--- src/source/cpuPkg.sv ---
package cpuPkg;

    localparam int xlen = 32;

    typedef logic [xlen-1:0] word;
    typedef logic [4:0] regIndex;

    // Major opcodes of the supported subset
    localparam logic [6:0] opArith    = 7'b0110011;
    localparam logic [6:0] opArithImm = 7'b0010011;
    localparam logic [6:0] opLoad     = 7'b0000011;
    localparam logic [6:0] opStore    = 7'b0100011;
    localparam logic [6:0] opBranch   = 7'b1100011;
    localparam logic [6:0] opJal      = 7'b1101111;
    localparam logic [6:0] opJalr     = 7'b1100111;
    localparam logic [6:0] opSystem   = 7'b1110011;

    typedef enum logic [1:0] {
        aluAdd    = 2'b00,
        aluBranch = 2'b01, // Equality compare, funct3 picks beq or bne
        aluFunct  = 2'b10
    } aluOp;

    typedef enum logic {
        srcAPc  = 1'b0,
        srcAReg = 1'b1
    } srcA;

    typedef enum logic [1:0] {
        srcBReg  = 2'b00,
        srcBFour = 2'b01,
        srcBImm  = 2'b10
    } srcB;

    typedef enum logic {
        pcAluResult = 1'b0,
        pcAluOut    = 1'b1
    } pcSel;

    typedef enum logic [3:0] {
        fetch1, fetch2, fetch3, fetch4,
        decode,
        execute1, execute2,
        mem1, mem2, mem3, mem4,
        writeBack,
        halted
    } cpuState;

    typedef struct packed {
        logic pcWrite;
        logic pcWriteCond; // PC load only when the branch is taken
        logic iorD;        // Address from ALUOut instead of PC
        logic memRead;
        logic memWrite;
        logic memToReg;
        logic irWrite;
        logic regWrite;
        srcA  aluSrcA;
        srcB  aluSrcB;
        aluOp aluControl;
        pcSel pcSource;
        logic loadMdr;
    } controlBus;

    typedef struct packed {
        word  address;
        word  writeData;
        logic read;
        logic write;
    } memRequest;

endpackage

--- src/source/alu.sv ---
module alu (
    input  cpuPkg::word  a,
    input  cpuPkg::word  b,
    input  cpuPkg::aluOp op,
    input  logic [2:0]   funct3,
    input  logic         funct7bit,
    output cpuPkg::word  result,
    output logic         taken
);

    logic lessThan;

    assign lessThan = $signed(a) < $signed(b);

    always_comb begin
        result = a + b;
        taken = 1'b0;
        case (op)
            cpuPkg::aluFunct: begin
                case (funct3)
                    3'b000:  result = funct7bit ? a - b : a + b;
                    3'b010:  result = {{(cpuPkg::xlen-1){1'b0}}, lessThan};
                    3'b100:  result = a ^ b;
                    3'b110:  result = a | b;
                    3'b111:  result = a & b;
                    default: result = a + b;
                endcase
            end
            cpuPkg::aluBranch: begin
                result = a - b;
                taken = funct3[0] ? (a != b) : (a == b); // bne or beq
            end
            default: result = a + b;
        endcase
    end

endmodule

--- src/source/controlUnit.sv ---
module controlUnit (
    input  logic              clk,
    input  logic              reset,
    input  logic [6:0]        opcode,
    input  logic              branchTaken,
    output cpuPkg::controlBus control,
    output logic              retire,
    output logic              halted
);

    cpuPkg::cpuState state;
    cpuPkg::cpuState nextState;

    always_ff @(posedge clk) begin
        if (reset) begin
            state <= cpuPkg::fetch1;
        end else begin
            state <= nextState;
        end
    end

    always_comb begin
        nextState = state;
        case (state)
            cpuPkg::fetch1:   nextState = cpuPkg::fetch2;
            cpuPkg::fetch2:   nextState = cpuPkg::fetch3;
            cpuPkg::fetch3:   nextState = cpuPkg::fetch4;
            cpuPkg::fetch4:   nextState = cpuPkg::decode;
            cpuPkg::decode:   nextState = (opcode == cpuPkg::opSystem) ? cpuPkg::halted
                                                                      : cpuPkg::execute1;
            cpuPkg::execute1: nextState = cpuPkg::execute2;
            cpuPkg::execute2: begin
                if (opcode == cpuPkg::opBranch) begin
                    nextState = cpuPkg::fetch1;
                end else if (opcode == cpuPkg::opLoad || opcode == cpuPkg::opStore) begin
                    nextState = cpuPkg::mem1;
                end else begin
                    nextState = cpuPkg::writeBack;
                end
            end
            cpuPkg::mem1:     nextState = cpuPkg::mem2;
            cpuPkg::mem2:     nextState = cpuPkg::mem3;
            cpuPkg::mem3:     nextState = cpuPkg::mem4;
            cpuPkg::mem4:     nextState = (opcode == cpuPkg::opStore) ? cpuPkg::fetch1
                                                                     : cpuPkg::writeBack;
            cpuPkg::writeBack: nextState = cpuPkg::fetch1;
            cpuPkg::halted:   nextState = cpuPkg::halted; // Only reset leaves
            default:          nextState = cpuPkg::fetch1;
        endcase
    end

    always_comb begin
        control = '0;
        // ALU idles on PC+4
        control.aluSrcA = cpuPkg::srcAPc;
        control.aluSrcB = cpuPkg::srcBFour;
        control.aluControl = cpuPkg::aluAdd;
        control.pcSource = cpuPkg::pcAluResult;
        case (state)
            cpuPkg::fetch1, cpuPkg::fetch2, cpuPkg::fetch3: control.memRead = 1'b1;
            cpuPkg::fetch4: begin
                control.memRead = 1'b1;
                control.irWrite = 1'b1;
            end
            cpuPkg::execute1, cpuPkg::execute2: begin
                case (opcode)
                    cpuPkg::opArith: begin
                        control.aluSrcA = cpuPkg::srcAReg;
                        control.aluSrcB = cpuPkg::srcBReg;
                        control.aluControl = cpuPkg::aluFunct;
                    end
                    cpuPkg::opArithImm: begin
                        control.aluSrcA = cpuPkg::srcAReg;
                        control.aluSrcB = cpuPkg::srcBImm;
                        control.aluControl = cpuPkg::aluFunct;
                    end
                    cpuPkg::opLoad, cpuPkg::opStore: begin
                        control.aluSrcA = cpuPkg::srcAReg;
                        control.aluSrcB = cpuPkg::srcBImm;
                    end
                    cpuPkg::opBranch: begin
                        if (state == cpuPkg::execute1) begin
                            // Target into ALUOut, PC steps to the PC+4 left by decode
                            control.aluSrcB = cpuPkg::srcBImm;
                            control.pcSource = cpuPkg::pcAluOut;
                            control.pcWrite = 1'b1;
                        end else begin
                            control.aluSrcA = cpuPkg::srcAReg;
                            control.aluSrcB = cpuPkg::srcBReg;
                            control.aluControl = cpuPkg::aluBranch;
                            control.pcSource = cpuPkg::pcAluOut;
                            control.pcWriteCond = 1'b1;
                        end
                    end
                    default: ; // Jumps keep the link value in ALUOut
                endcase
            end
            cpuPkg::mem1, cpuPkg::mem2, cpuPkg::mem3: begin
                control.iorD = 1'b1;
                control.aluSrcA = cpuPkg::srcAReg; // Hold the address in ALUOut
                control.aluSrcB = cpuPkg::srcBImm;
                control.memRead = (opcode == cpuPkg::opLoad);
            end
            cpuPkg::mem4: begin
                control.iorD = 1'b1;
                if (opcode == cpuPkg::opLoad) begin
                    control.aluSrcA = cpuPkg::srcAReg;
                    control.aluSrcB = cpuPkg::srcBImm;
                    control.memRead = 1'b1;
                    control.loadMdr = 1'b1;
                end else begin
                    control.memWrite = 1'b1; // Single strobe per store
                    control.pcWrite = 1'b1;
                end
            end
            cpuPkg::writeBack: begin
                control.pcWrite = 1'b1;
                control.memToReg = (opcode == cpuPkg::opLoad);
                case (opcode)
                    cpuPkg::opArith, cpuPkg::opArithImm, cpuPkg::opLoad: begin
                        control.regWrite = 1'b1;
                    end
                    cpuPkg::opJal: begin
                        control.regWrite = 1'b1;
                        control.aluSrcB = cpuPkg::srcBImm;
                    end
                    cpuPkg::opJalr: begin
                        control.regWrite = 1'b1;
                        control.aluSrcA = cpuPkg::srcAReg;
                        control.aluSrcB = cpuPkg::srcBImm;
                    end
                    default: ; // Unknown opcode just advances
                endcase
            end
            default: ;
        endcase
    end

    assign retire = (state == cpuPkg::writeBack)
        || (state == cpuPkg::execute2 && opcode == cpuPkg::opBranch)
        || (state == cpuPkg::mem4 && opcode == cpuPkg::opStore)
        || (state == cpuPkg::decode && opcode == cpuPkg::opSystem);

    assign halted = (state == cpuPkg::halted);

    memStrobesExclusive: assert property (@(posedge clk) disable iff (reset)
        !(control.memRead && control.memWrite));

    haltIsFinal: assert property (@(posedge clk) disable iff (reset)
        state == cpuPkg::halted |=> state == cpuPkg::halted);

    // Compare result from the datapath must be resolved when it steers the PC
    branchResolved: assert property (@(posedge clk) disable iff (reset)
        control.pcWriteCond |-> !$isunknown(branchTaken));

endmodule

--- src/source/cpuTop.sv ---
module cpuTop (
    input  logic              clk,
    input  logic              reset,
    input  cpuPkg::word       memReadData,
    output cpuPkg::memRequest memOut,
    output logic              retire,
    output logic              halted
);

    cpuPkg::controlBus control;
    logic [6:0] opcode;
    logic branchTaken;

    controlUnit u_controlUnit (
        .clk        (clk),
        .reset      (reset),
        .opcode     (opcode),
        .branchTaken(branchTaken),
        .control    (control),
        .retire     (retire),
        .halted     (halted)
    );

    // Single memory port shared by fetch and data access
    datapath u_datapath (
        .clk        (clk),
        .reset      (reset),
        .control    (control),
        .memReadData(memReadData),
        .mem        (memOut),
        .opcode     (opcode),
        .branchTaken(branchTaken)
    );

endmodule

--- src/source/datapath.sv ---
module datapath (
    input  logic              clk,
    input  logic              reset,
    input  cpuPkg::controlBus control,
    input  cpuPkg::word       memReadData,
    output cpuPkg::memRequest mem,
    output logic [6:0]        opcode,
    output logic              branchTaken
);

    cpuPkg::word pc;
    cpuPkg::word ir;
    cpuPkg::word regA;
    cpuPkg::word regB;
    cpuPkg::word aluOut;
    cpuPkg::word mdr;
    cpuPkg::word readDataA;
    cpuPkg::word readDataB;
    cpuPkg::word immediate;
    cpuPkg::word aluA;
    cpuPkg::word aluB;
    cpuPkg::word aluResult;
    cpuPkg::word writeData;
    cpuPkg::word pcNext;
    cpuPkg::regIndex rs1;
    cpuPkg::regIndex rs2;
    cpuPkg::regIndex rd;
    logic funct7bit;

    assign opcode = ir[6:0];
    assign rs1 = ir[19:15];
    assign rs2 = ir[24:20];
    assign rd = ir[11:7];
    assign funct7bit = ir[30] && (opcode == cpuPkg::opArith); // sub only, not addi

    registerFile u_registerFile (
        .clk        (clk),
        .readIndexA (rs1),
        .readIndexB (rs2),
        .writeIndex (rd),
        .writeEnable(control.regWrite),
        .writeData  (writeData),
        .readDataA  (readDataA),
        .readDataB  (readDataB)
    );

    immediateGen u_immediateGen (
        .instruction(ir),
        .immediate  (immediate)
    );

    assign aluA = (control.aluSrcA == cpuPkg::srcAReg) ? regA : pc;

    always_comb begin
        case (control.aluSrcB)
            cpuPkg::srcBReg:  aluB = regB;
            cpuPkg::srcBFour: aluB = cpuPkg::xlen'(4);
            default:          aluB = immediate;
        endcase
    end

    alu u_alu (
        .a        (aluA),
        .b        (aluB),
        .op       (control.aluControl),
        .funct3   (ir[14:12]),
        .funct7bit(funct7bit),
        .result   (aluResult),
        .taken    (branchTaken)
    );

    assign writeData = control.memToReg ? mdr : aluOut;
    assign pcNext = (control.pcSource == cpuPkg::pcAluOut) ? aluOut : aluResult;

    always_ff @(posedge clk) begin
        if (reset) begin
            pc <= '0;
        end else if (control.pcWrite || (control.pcWriteCond && branchTaken)) begin
            pc <= {pcNext[cpuPkg::xlen-1:1], 1'b0}; // jalr clears bit 0
        end
    end

    always_ff @(posedge clk) begin
        regA <= readDataA;
        regB <= readDataB;
        aluOut <= aluResult;
        if (control.irWrite) begin
            ir <= memReadData;
        end
        if (control.loadMdr) begin
            mdr <= memReadData;
        end
    end

    always_comb begin
        mem.address = control.iorD ? aluOut : pc;
        mem.writeData = regB;
        mem.read = control.memRead;
        mem.write = control.memWrite;
    end

endmodule

--- src/source/immediateGen.sv ---
module immediateGen (
    input  cpuPkg::word instruction,
    output cpuPkg::word immediate
);

    logic [6:0] opcode;
    logic sign;

    assign opcode = instruction[6:0];
    assign sign = instruction[31];

    always_comb begin
        case (opcode)
            cpuPkg::opStore: immediate = {{(cpuPkg::xlen-12){sign}},
                instruction[31:25], instruction[11:7]};
            cpuPkg::opBranch: immediate = {{(cpuPkg::xlen-13){sign}}, sign,
                instruction[7], instruction[30:25], instruction[11:8], 1'b0};
            cpuPkg::opJal: immediate = {{(cpuPkg::xlen-21){sign}}, sign,
                instruction[19:12], instruction[20], instruction[30:21], 1'b0};
            default: immediate = {{(cpuPkg::xlen-12){sign}}, instruction[31:20]}; // I format
        endcase
    end

endmodule

--- src/source/registerFile.sv ---
module registerFile (
    input  logic            clk,
    input  cpuPkg::regIndex readIndexA,
    input  cpuPkg::regIndex readIndexB,
    input  cpuPkg::regIndex writeIndex,
    input  logic            writeEnable,
    input  cpuPkg::word     writeData,
    output cpuPkg::word     readDataA,
    output cpuPkg::word     readDataB
);

    cpuPkg::word regs [32];

    always_ff @(posedge clk) begin
        regs[0] <= '0; // x0 held at zero
        if (writeEnable && writeIndex != '0) begin
            regs[writeIndex] <= writeData;
        end
    end

    assign readDataA = regs[readIndexA];
    assign readDataB = regs[readIndexB];

    // Holds even right after a write aimed at x0
    zeroRegisterReads: assert property (@(posedge clk)
        (readIndexA == '0 |-> readDataA == '0) and (readIndexB == '0 |-> readDataB == '0));

endmodule

--- config.mk ---
export PLATFORM = sky130hd
export DESIGN_NAME = cpuTop
export DESIGN_NICKNAME = d
export VERILOG_FILES = /design/src/source/cpuPkg.sv /design/src/source/alu.sv /design/src/source/controlUnit.sv /design/src/source/cpuTop.sv /design/src/source/datapath.sv /design/src/source/immediateGen.sv /design/src/source/registerFile.sv
export SDC_FILE = /design/constraint.sdc
export NUM_CORES = 2
export LEC_CHECK = 0
export ABC_AREA = 1
export BUFFER_PORTS_ARGS = -buffer_cell sky130_fd_sc_hd__buf_2
export CORE_ASPECT_RATIO = 1.5
export CORE_MARGIN = 4
export CORE_UTILIZATION = 45
export CTS_CLUSTER_DIAMETER = 100
export CTS_CLUSTER_SIZE = 16
export DETAILED_ROUTE_END_ITERATION = 7
export HOLD_SLACK_MARGIN = 0.12
export PLACE_DENSITY_LB_ADDON = 0.15
export SYNTH_ARGS = -nofsm -noshare
export SYNTH_HDL_FRONTEND = slang
export SYNTH_SLANG_ARGS = --single-unit
--- constraint.sdc ---
create_clock -name clk -period 6.7 [get_ports clk]
set_clock_uncertainty 0.1 [all_clocks]
set_input_delay 2.01 -clock clk [delete_from_list [all_inputs] [get_ports clk]]
set_output_delay 2.01 -clock clk [all_outputs]
set_load 0.05 [all_outputs]
Yosys cells after proc, flatten, opt, wreduce, memory -nomap -nowiden:

Memory sizes are Yosys's and may differ from the RTL's. A register that Yosys moved wholly into a read port is not among the register bits.
Index checks and enable logic that the tools add are counted.

* output and inout bits: 68
* flip-flop bits (word level): 131
* memories: 1
* input bits: 34
* memory bits (writable): 1024

* muxes and demuxes: 43
* add/sub/neg operators: 2
* equality and inequality tests: 29
* $lt $le $gt $ge: 1
* reduce and logical (&&, ||, !) cells: 23
* bitwise gates (word level): 3

Memories
* u_datapath.u_registerFile.regs: depth 32, bits a word 32, read ports 2, clocked after Yosys merged registers in 2, write ports 2, RTL line registerFile.sv:12 `cpuPkg::word regs [32];`

Operator list (count)
* 32-bit 2-to-1 mux: 5
* 32-bit one-hot mux with 5 select lines: 1
* 32-bit one-hot mux with 2 select lines: 2
* 20-bit one-hot mux with 3 select lines: 1
* 4-bit one-hot mux with 12 select lines: 1
* 32-bit adder: 1
* 32-bit AND: 1
* 32-bit equality test: 1
* 32-bit less-than comparator: 1
* 32-bit inequality test: 1
* 32-bit bitwise OR: 1
* 32-bit subtractor: 1
* 32-bit bitwise XOR: 1
* 7-bit equality test (second input constant): 4
* 4-bit equality test (second input constant): 5
* 1-bit 2-to-1 mux: 19
* 4-bit by 3-bit equality test with 1-bit output (second input constant): 4
* 4-bit 2-to-1 mux: 4
* 7-bit by 6-bit equality test with 1-bit output (second input constant): 2
* 3-bit one-hot mux with 4 select lines: 1
* 3-bit equality test (second input constant): 3
* 3-bit one-hot mux with 3 select lines: 1
* 4-bit by 2-bit equality test with 1-bit output (second input constant): 2
* 4-bit OR reduction: 2
* 19 further kinds: 36

Longest topological paths before layout:

* depth after elaboration: 11
* gate-level depth with buffers: 36
* mapped depth without buffers: 35

Hierarchy:

A second synthesis with hierarchy kept.

* cell total of the unflattened synthesis: 8417
* area total of the unflattened synthesis: 67427.2 um2

By module, submodules not included
* registerFile: area each 52027.4 um2, cells an instance 5935, instances 1
* alu: area each 7259.5 um2, cells an instance 1463, instances 1
* datapath: area each 7091.8 um2, cells an instance 825, instances 1
* controlUnit: area each 609.3 um2, cells an instance 120, instances 1
* immediateGen: area each 439.2 um2, cells an instance 74, instances 1

Worst setup path before layout:

OpenSTA, ideal clock, no wires.

* kind: register to output
* start: reg u_controlUnit.state[2]
* end: out memOut[36] (netlist bit)
* setup slack: 2116 ps
* required time: 4590 ps
* arrival time: 2474 ps
* buffers on the path: 0
* stages on the path, launching flop included: 9
* path through: dfxtp_1 -> inv_2 -> nand2_4 -> inv_2 -> nand2_2 -> nand2_2 -> nor2_1 -> clkinv_1 -> o21ai_0

RTL lines
* start, declared: RTL line controlUnit.sv:11 `cpuPkg::cpuState state;`
* start signal, assigned: RTL line controlUnit.sv:16 `state <= cpuPkg::fetch1;`
* start signal, assigned: RTL line controlUnit.sv:18 `state <= nextState;`
* end, declared: RTL line cpuTop.sv:5 `output cpuPkg::memRequest memOut,`

Worst setup path after layout:

* start: reg u_datapath.ir[3]
* end: reg u_datapath.pc[30]

* word-level cells in the longest chain between the ends: 11
* elaborated cells on any way between the ends: 45
* classes of those cells: add/sub (2); eq/ne (12); mux (21); bitwise (3); reduce/logical (7)

Ends and longest elaborated chain
* start, declared: RTL line datapath.sv:12 `cpuPkg::word ir;`
* start signal, assigned: RTL line datapath.sv:88 `ir <= memReadData;`
* 7-bit by 5-bit equality test with 1-bit output (tied with other cells): RTL line controlUnit.sv:66 `case (opcode)`
* 3-bit OR reduction (no source line) or 2-bit OR reduction (tied branches)
* 3-bit one-hot mux with 3 select lines or 2-bit 2-to-1 mux (tied branches): RTL line controlUnit.sv:66, controlUnit.sv:119
* 3-bit one-hot mux with 4 select lines: RTL line controlUnit.sv:59 `case (state)`
* 2-bit by 1-bit equality test with 1-bit output or 2-bit logical NOT (tied branches): RTL line datapath.sv:55 `case (control.aluSrcB)`
* 32-bit one-hot mux with 2 select lines: RTL line datapath.sv:55
* 32-bit adder (tied with other cells): RTL line alu.sv:21, alu.sv:26, alu.sv:33
* 32-bit 2-to-1 mux or 1-bit 2-to-1 mux (tied branches): RTL line alu.sv:21, alu.sv:31
* 32-bit one-hot mux with 5 select lines or 1-bit 2-to-1 mux (tied branches): RTL line alu.sv:20, alu.sv:18
* 32-bit one-hot mux with 2 select lines or 1-bit logical AND (tied branches): RTL line alu.sv:18, datapath.sv:78
* 32-bit 2-to-1 mux or 1-bit logical OR (tied branches): RTL line datapath.sv:73, datapath.sv:78
* end signal, assigned: RTL line datapath.sv:79 `pc <= {pcNext[cpuPkg::xlen-1:1], 1'b0};`
* end, declared: RTL line datapath.sv:11 `cpuPkg::word pc;`

Parallel ways exist; a longest one is shown, timed or not.
A chain may end at the register's enable or synchronous reset.

==> run metrics <==
status complete, no violations; Post-Synth Simple-Gate Area between 10% and 20%; main combinational cell family by area after synthesis compound AO/OA/AOI/OAI gates; Max Root-Sink Buffers 3; 1st-iter DRT viols ~8000; synthesized cell area between 60000 and 70000 sq um; max-slew violations 0; fin crit period between 5 and 6 ns; Routed Antenna Nets 0; Core Rows 166; vias in the first global route 52400; CP arrival between 6 and 7 ns; Mapped Cells approximately 6600; Post-CTS Resized 0; total power 16.2 mW; Compound-Gate Fraction of Synth Area between 20% and 30%; Initial Util between 40 and 50%; Rel. slew slack about 9%; Layout Area Growth over Synthesis 8.57%; clock sink count 1219; GP Congestion slightly above 1; Worst-Margin Slew roughly 1.4 ns; total number of vias roughly 55000; first-pass GRT wire length 365000 um; WS Path Type flip-flop to flip-flop; TritonCTS clock tree yes; Avg Cell Area, Syn roughly 9.4 sq um; clk slew on worst S/H paths 0.08 ns; PortBufs just over 100; Cell variety after synth between 60 and 70; grt ovf 0; layout cell share with drive strength beyond 1 a little over 8%; Max Cap Viol 0; Worst Setup End Kind flip-flop; type of the worst min-delay path flip-flop to flip-flop; Total GRT Usage between 30% and 40%; Min Hold Slack 0.386 ns; placed instance area ~65000 sq um; crit start category flip-flop; DRC viols 0; Die Span Y approximately 460 um; adder-cell share of the synthesized area around 2.0%; nets approximately 6600; HPWL Detailed approximately 160000 um; die width around 310 um; aggregate routed wire length 259000 um; largest net degree at the start of global routing approximately 190; sequential fraction of the synthesis area about 56%; RSZ-0062 raised after global routing no; WP data required approximately 7.1 ns; Final TNS setup 0 ns; worst vdd ir between 0.15 and 0.2 mV; WL/cell around 31 um; antenna violations before repair 10; Final period util ~86%; Core Region 137000 sq um; ys flop type edfxtp_1; First-pass DRT Iterations 7; yosys warns 0; mux contribution to synthesized area less than 1%; Post-synth ARST share 0%; number of synthesized flops with an enable pin ~1100; FF+latch count, synth 1219; Setup Buffers After CTS 0; CP Max Fanout 12; worst skew pair latency slightly above 0.7 ns; num ports between 100 and 150; die area 144000 sq um; CTS H-tree lvls 3; hold_buf cts 0; Synth Area in XOR/XNOR 0.631%; Root Buffer clkbuf_16; post-route cell area 67400 sq um; CTS Buf Count 88; Static Leakage 23.6 nW; DR vias/cell roughly 6.6; final setup fails 0; Cell Pwr Density about 240 nW/um^2; Max Fclk 0.173 GHz; Fin. Hold Viols 0
placed cells by master (no fill, tap or decap), types with 6 or more instances in the layout:
| cell type | count |
|---|---|
| a211oi_1 | 7 |
| a21oi_1 | 213 |
| a21oi_2 | 29 |
| a221oi_1 | 9 |
| a31oi_1 | 70 |
| a32o_1 | 13 |
| a32oi_1 | 59 |
| buf_12 | 15 |
| buf_2 | 101 |
| buf_4 | 145 |
| clkbuf_1 | 60 |
| clkbuf_16 | 93 |
| conb_1 | 32 |
| dfxtp_1 | 163 |
| edfxtp_1 | 1056 |
| ha_1 | 97 |
| inv_1 | 334 |
| inv_2 | 19 |
| inv_8 | 6 |
| mux2_2 | 7 |
| nand2_1 | 499 |
| nand2_2 | 29 |
| nand3_1 | 244 |
| nand3_2 | 11 |
| nand4_1 | 13 |
| nor2_1 | 1228 |
| nor2_4 | 38 |
| nor3_1 | 18 |
| o211ai_1 | 11 |
| o21a_1 | 11 |
| o21ai_0 | 1221 |
| o21ai_1 | 13 |
| o221ai_1 | 404 |
| o22ai_1 | 124 |
| or2_2 | 12 |
| xor2_1 | 39 |
cell families after synthesis:
| logic type | Yosys count |
|---|---|
| other cells | 1 |
| compound gates | 2212 |
| flops | 1219 |
| fa+ha+maj | 100 |
| buf+inv | 885 |
| mux | 7 |
| xor+xnor | 43 |
| simple gates | 2118 |
sequential cells by signal, summed over array words and instances (netlist names):
register	count
u_datapath.ir	32
u_datapath.regA	32
u_datapath.aluOut	32
u_controlUnit.state	4
u_datapath.pc	31
u_datapath.u_registerFile.regs	1024
u_datapath.regB	32
u_datapath.mdr	32
cell usage after synthesis (5+ instances only):
| master | number | share of area, % |
|---|---|---|
| edfxtp_1 | 1056 | 51 |
| clkinv_1 | 6 | 0.036 |
| nor2_2 | 5 | 0.050 |
| buf_2 | 15 | 0.12 |
| nand3_1 | 244 | 2.0 |
| nor3b_1 | 5 | 0.061 |
| a21oi_2 | 6 | 0.085 |
| nand3_2 | 11 | 0.18 |
| a32oi_1 | 59 | 0.83 |
| inv_1 | 341 | 2.1 |
| nor3_1 | 19 | 0.15 |
| o21ai_0 | 1221 | 9.9 |
| o211ai_1 | 11 | 0.13 |
| dfxtp_1 | 163 | 5.3 |
| o22ai_1 | 124 | 1.3 |
| a21oi_1 | 238 | 1.9 |
| clkbuf_1 | 478 | 2.9 |
| or2_2 | 12 | 0.12 |
| nor2_1 | 1262 | 7.6 |
| o21a_1 | 11 | 0.13 |
| ha_1 | 97 | 2.0 |
| o31ai_1 | 5 | 0.061 |
| nand2_1 | 500 | 3.0 |
| a32o_1 | 13 | 0.21 |
| nand4_1 | 13 | 0.13 |
| inv_2 | 20 | 0.12 |
| a211oi_1 | 7 | 0.085 |
| nand2_2 | 29 | 0.29 |
| xor2_1 | 39 | 0.55 |
| a221oi_1 | 9 | 0.13 |
| a31oi_1 | 70 | 0.71 |
| buf_1 | 23 | 0.14 |
| mux2_2 | 7 | 0.13 |
| o21ai_1 | 13 | 0.10 |
| o221ai_1 | 404 | 5.7 |
routing by layer:
metal | GRT usage, % | wire, um | share of wire, % | up-vias
met3 | 5.21 | 24900 | 9.6 | 882
li1 | - | - | - | 23600
met4 | 23.4 | 20400 | 7.9 | 2
met2 | 56.8 | 122000 | 47 | 3657
met5 | 0 | 11 | 0.0042 | -
met1 | 42.2 | 92100 | 36 | 26600
layout make-up:
type	instances	area, sq um
clock buffer	153	2550
tap	1764	2210
timing repair buffer	261	1890
multi-input combinational	4512	24200
inverter	367	1420
antenna	5	12.5
clock inverter	7	72.6
sequential	1219	35000
fill	12500	69300
through the flow:
stage	utilization (%)	setup slack, ns	instances
after floorplan	-	2.12	6616
after global placement	47.4	1.09	8123
after detailed placement	47.4	1.03	8123
after CTS	49.3	0.970	8283
after global routing	49.3	0.505	8285
final	49.3	0.916	8288
path summary, 6_finish.rpt:
kind | slack [ns] | cells after the start | start | to
hold reg to reg | 0.39 | 2 | u_datapath.pc[16] | u_datapath.pc[16]
setup reg to reg | 0.92 | 24 | u_datapath.ir[3] | u_datapath.pc[30]
setup / recovery | 0.92 | 24 | u_datapath.ir[3] | u_datapath.pc[30]
hold / removal | 0.39 | 2 | u_datapath.pc[16] | u_datapath.pc[16]
where the power goes:
group	switching, mW	internal [mW]	leakage [nW]
Combinational	1.83	0.584	11.3
Sequential	0.105	8.42	11.1
Clock	2.70	2.60	1.25
Total	4.63	11.6	23.6
worst max-delay path, cell delays in order (launching register included):
cell,delay (ns)
edfxtp_1,0.46
inv_1,0.12
nand2_1,0.06
nor2_1,0.29
nand3_1,0.18
a21oi_2,0.29
nor2_8,0.10
nand2_1,0.32
inv_1,0.48
a21oi_1,0.39
inv_1,0.08
ha_1,0.52
nand2_1,0.17
nor2_1,0.18
inv_1,0.11
nor4_1,0.61
nand4_1,0.37
nand3_1,0.20
nand3_1,0.09
nand3_1,0.08
nand2_1,0.06
nand2_1,0.13
nand2_1,0.06
nand2_1,0.07
a21oi_1,0.05
No activity file was read; power rests on OpenSTA's default activity.
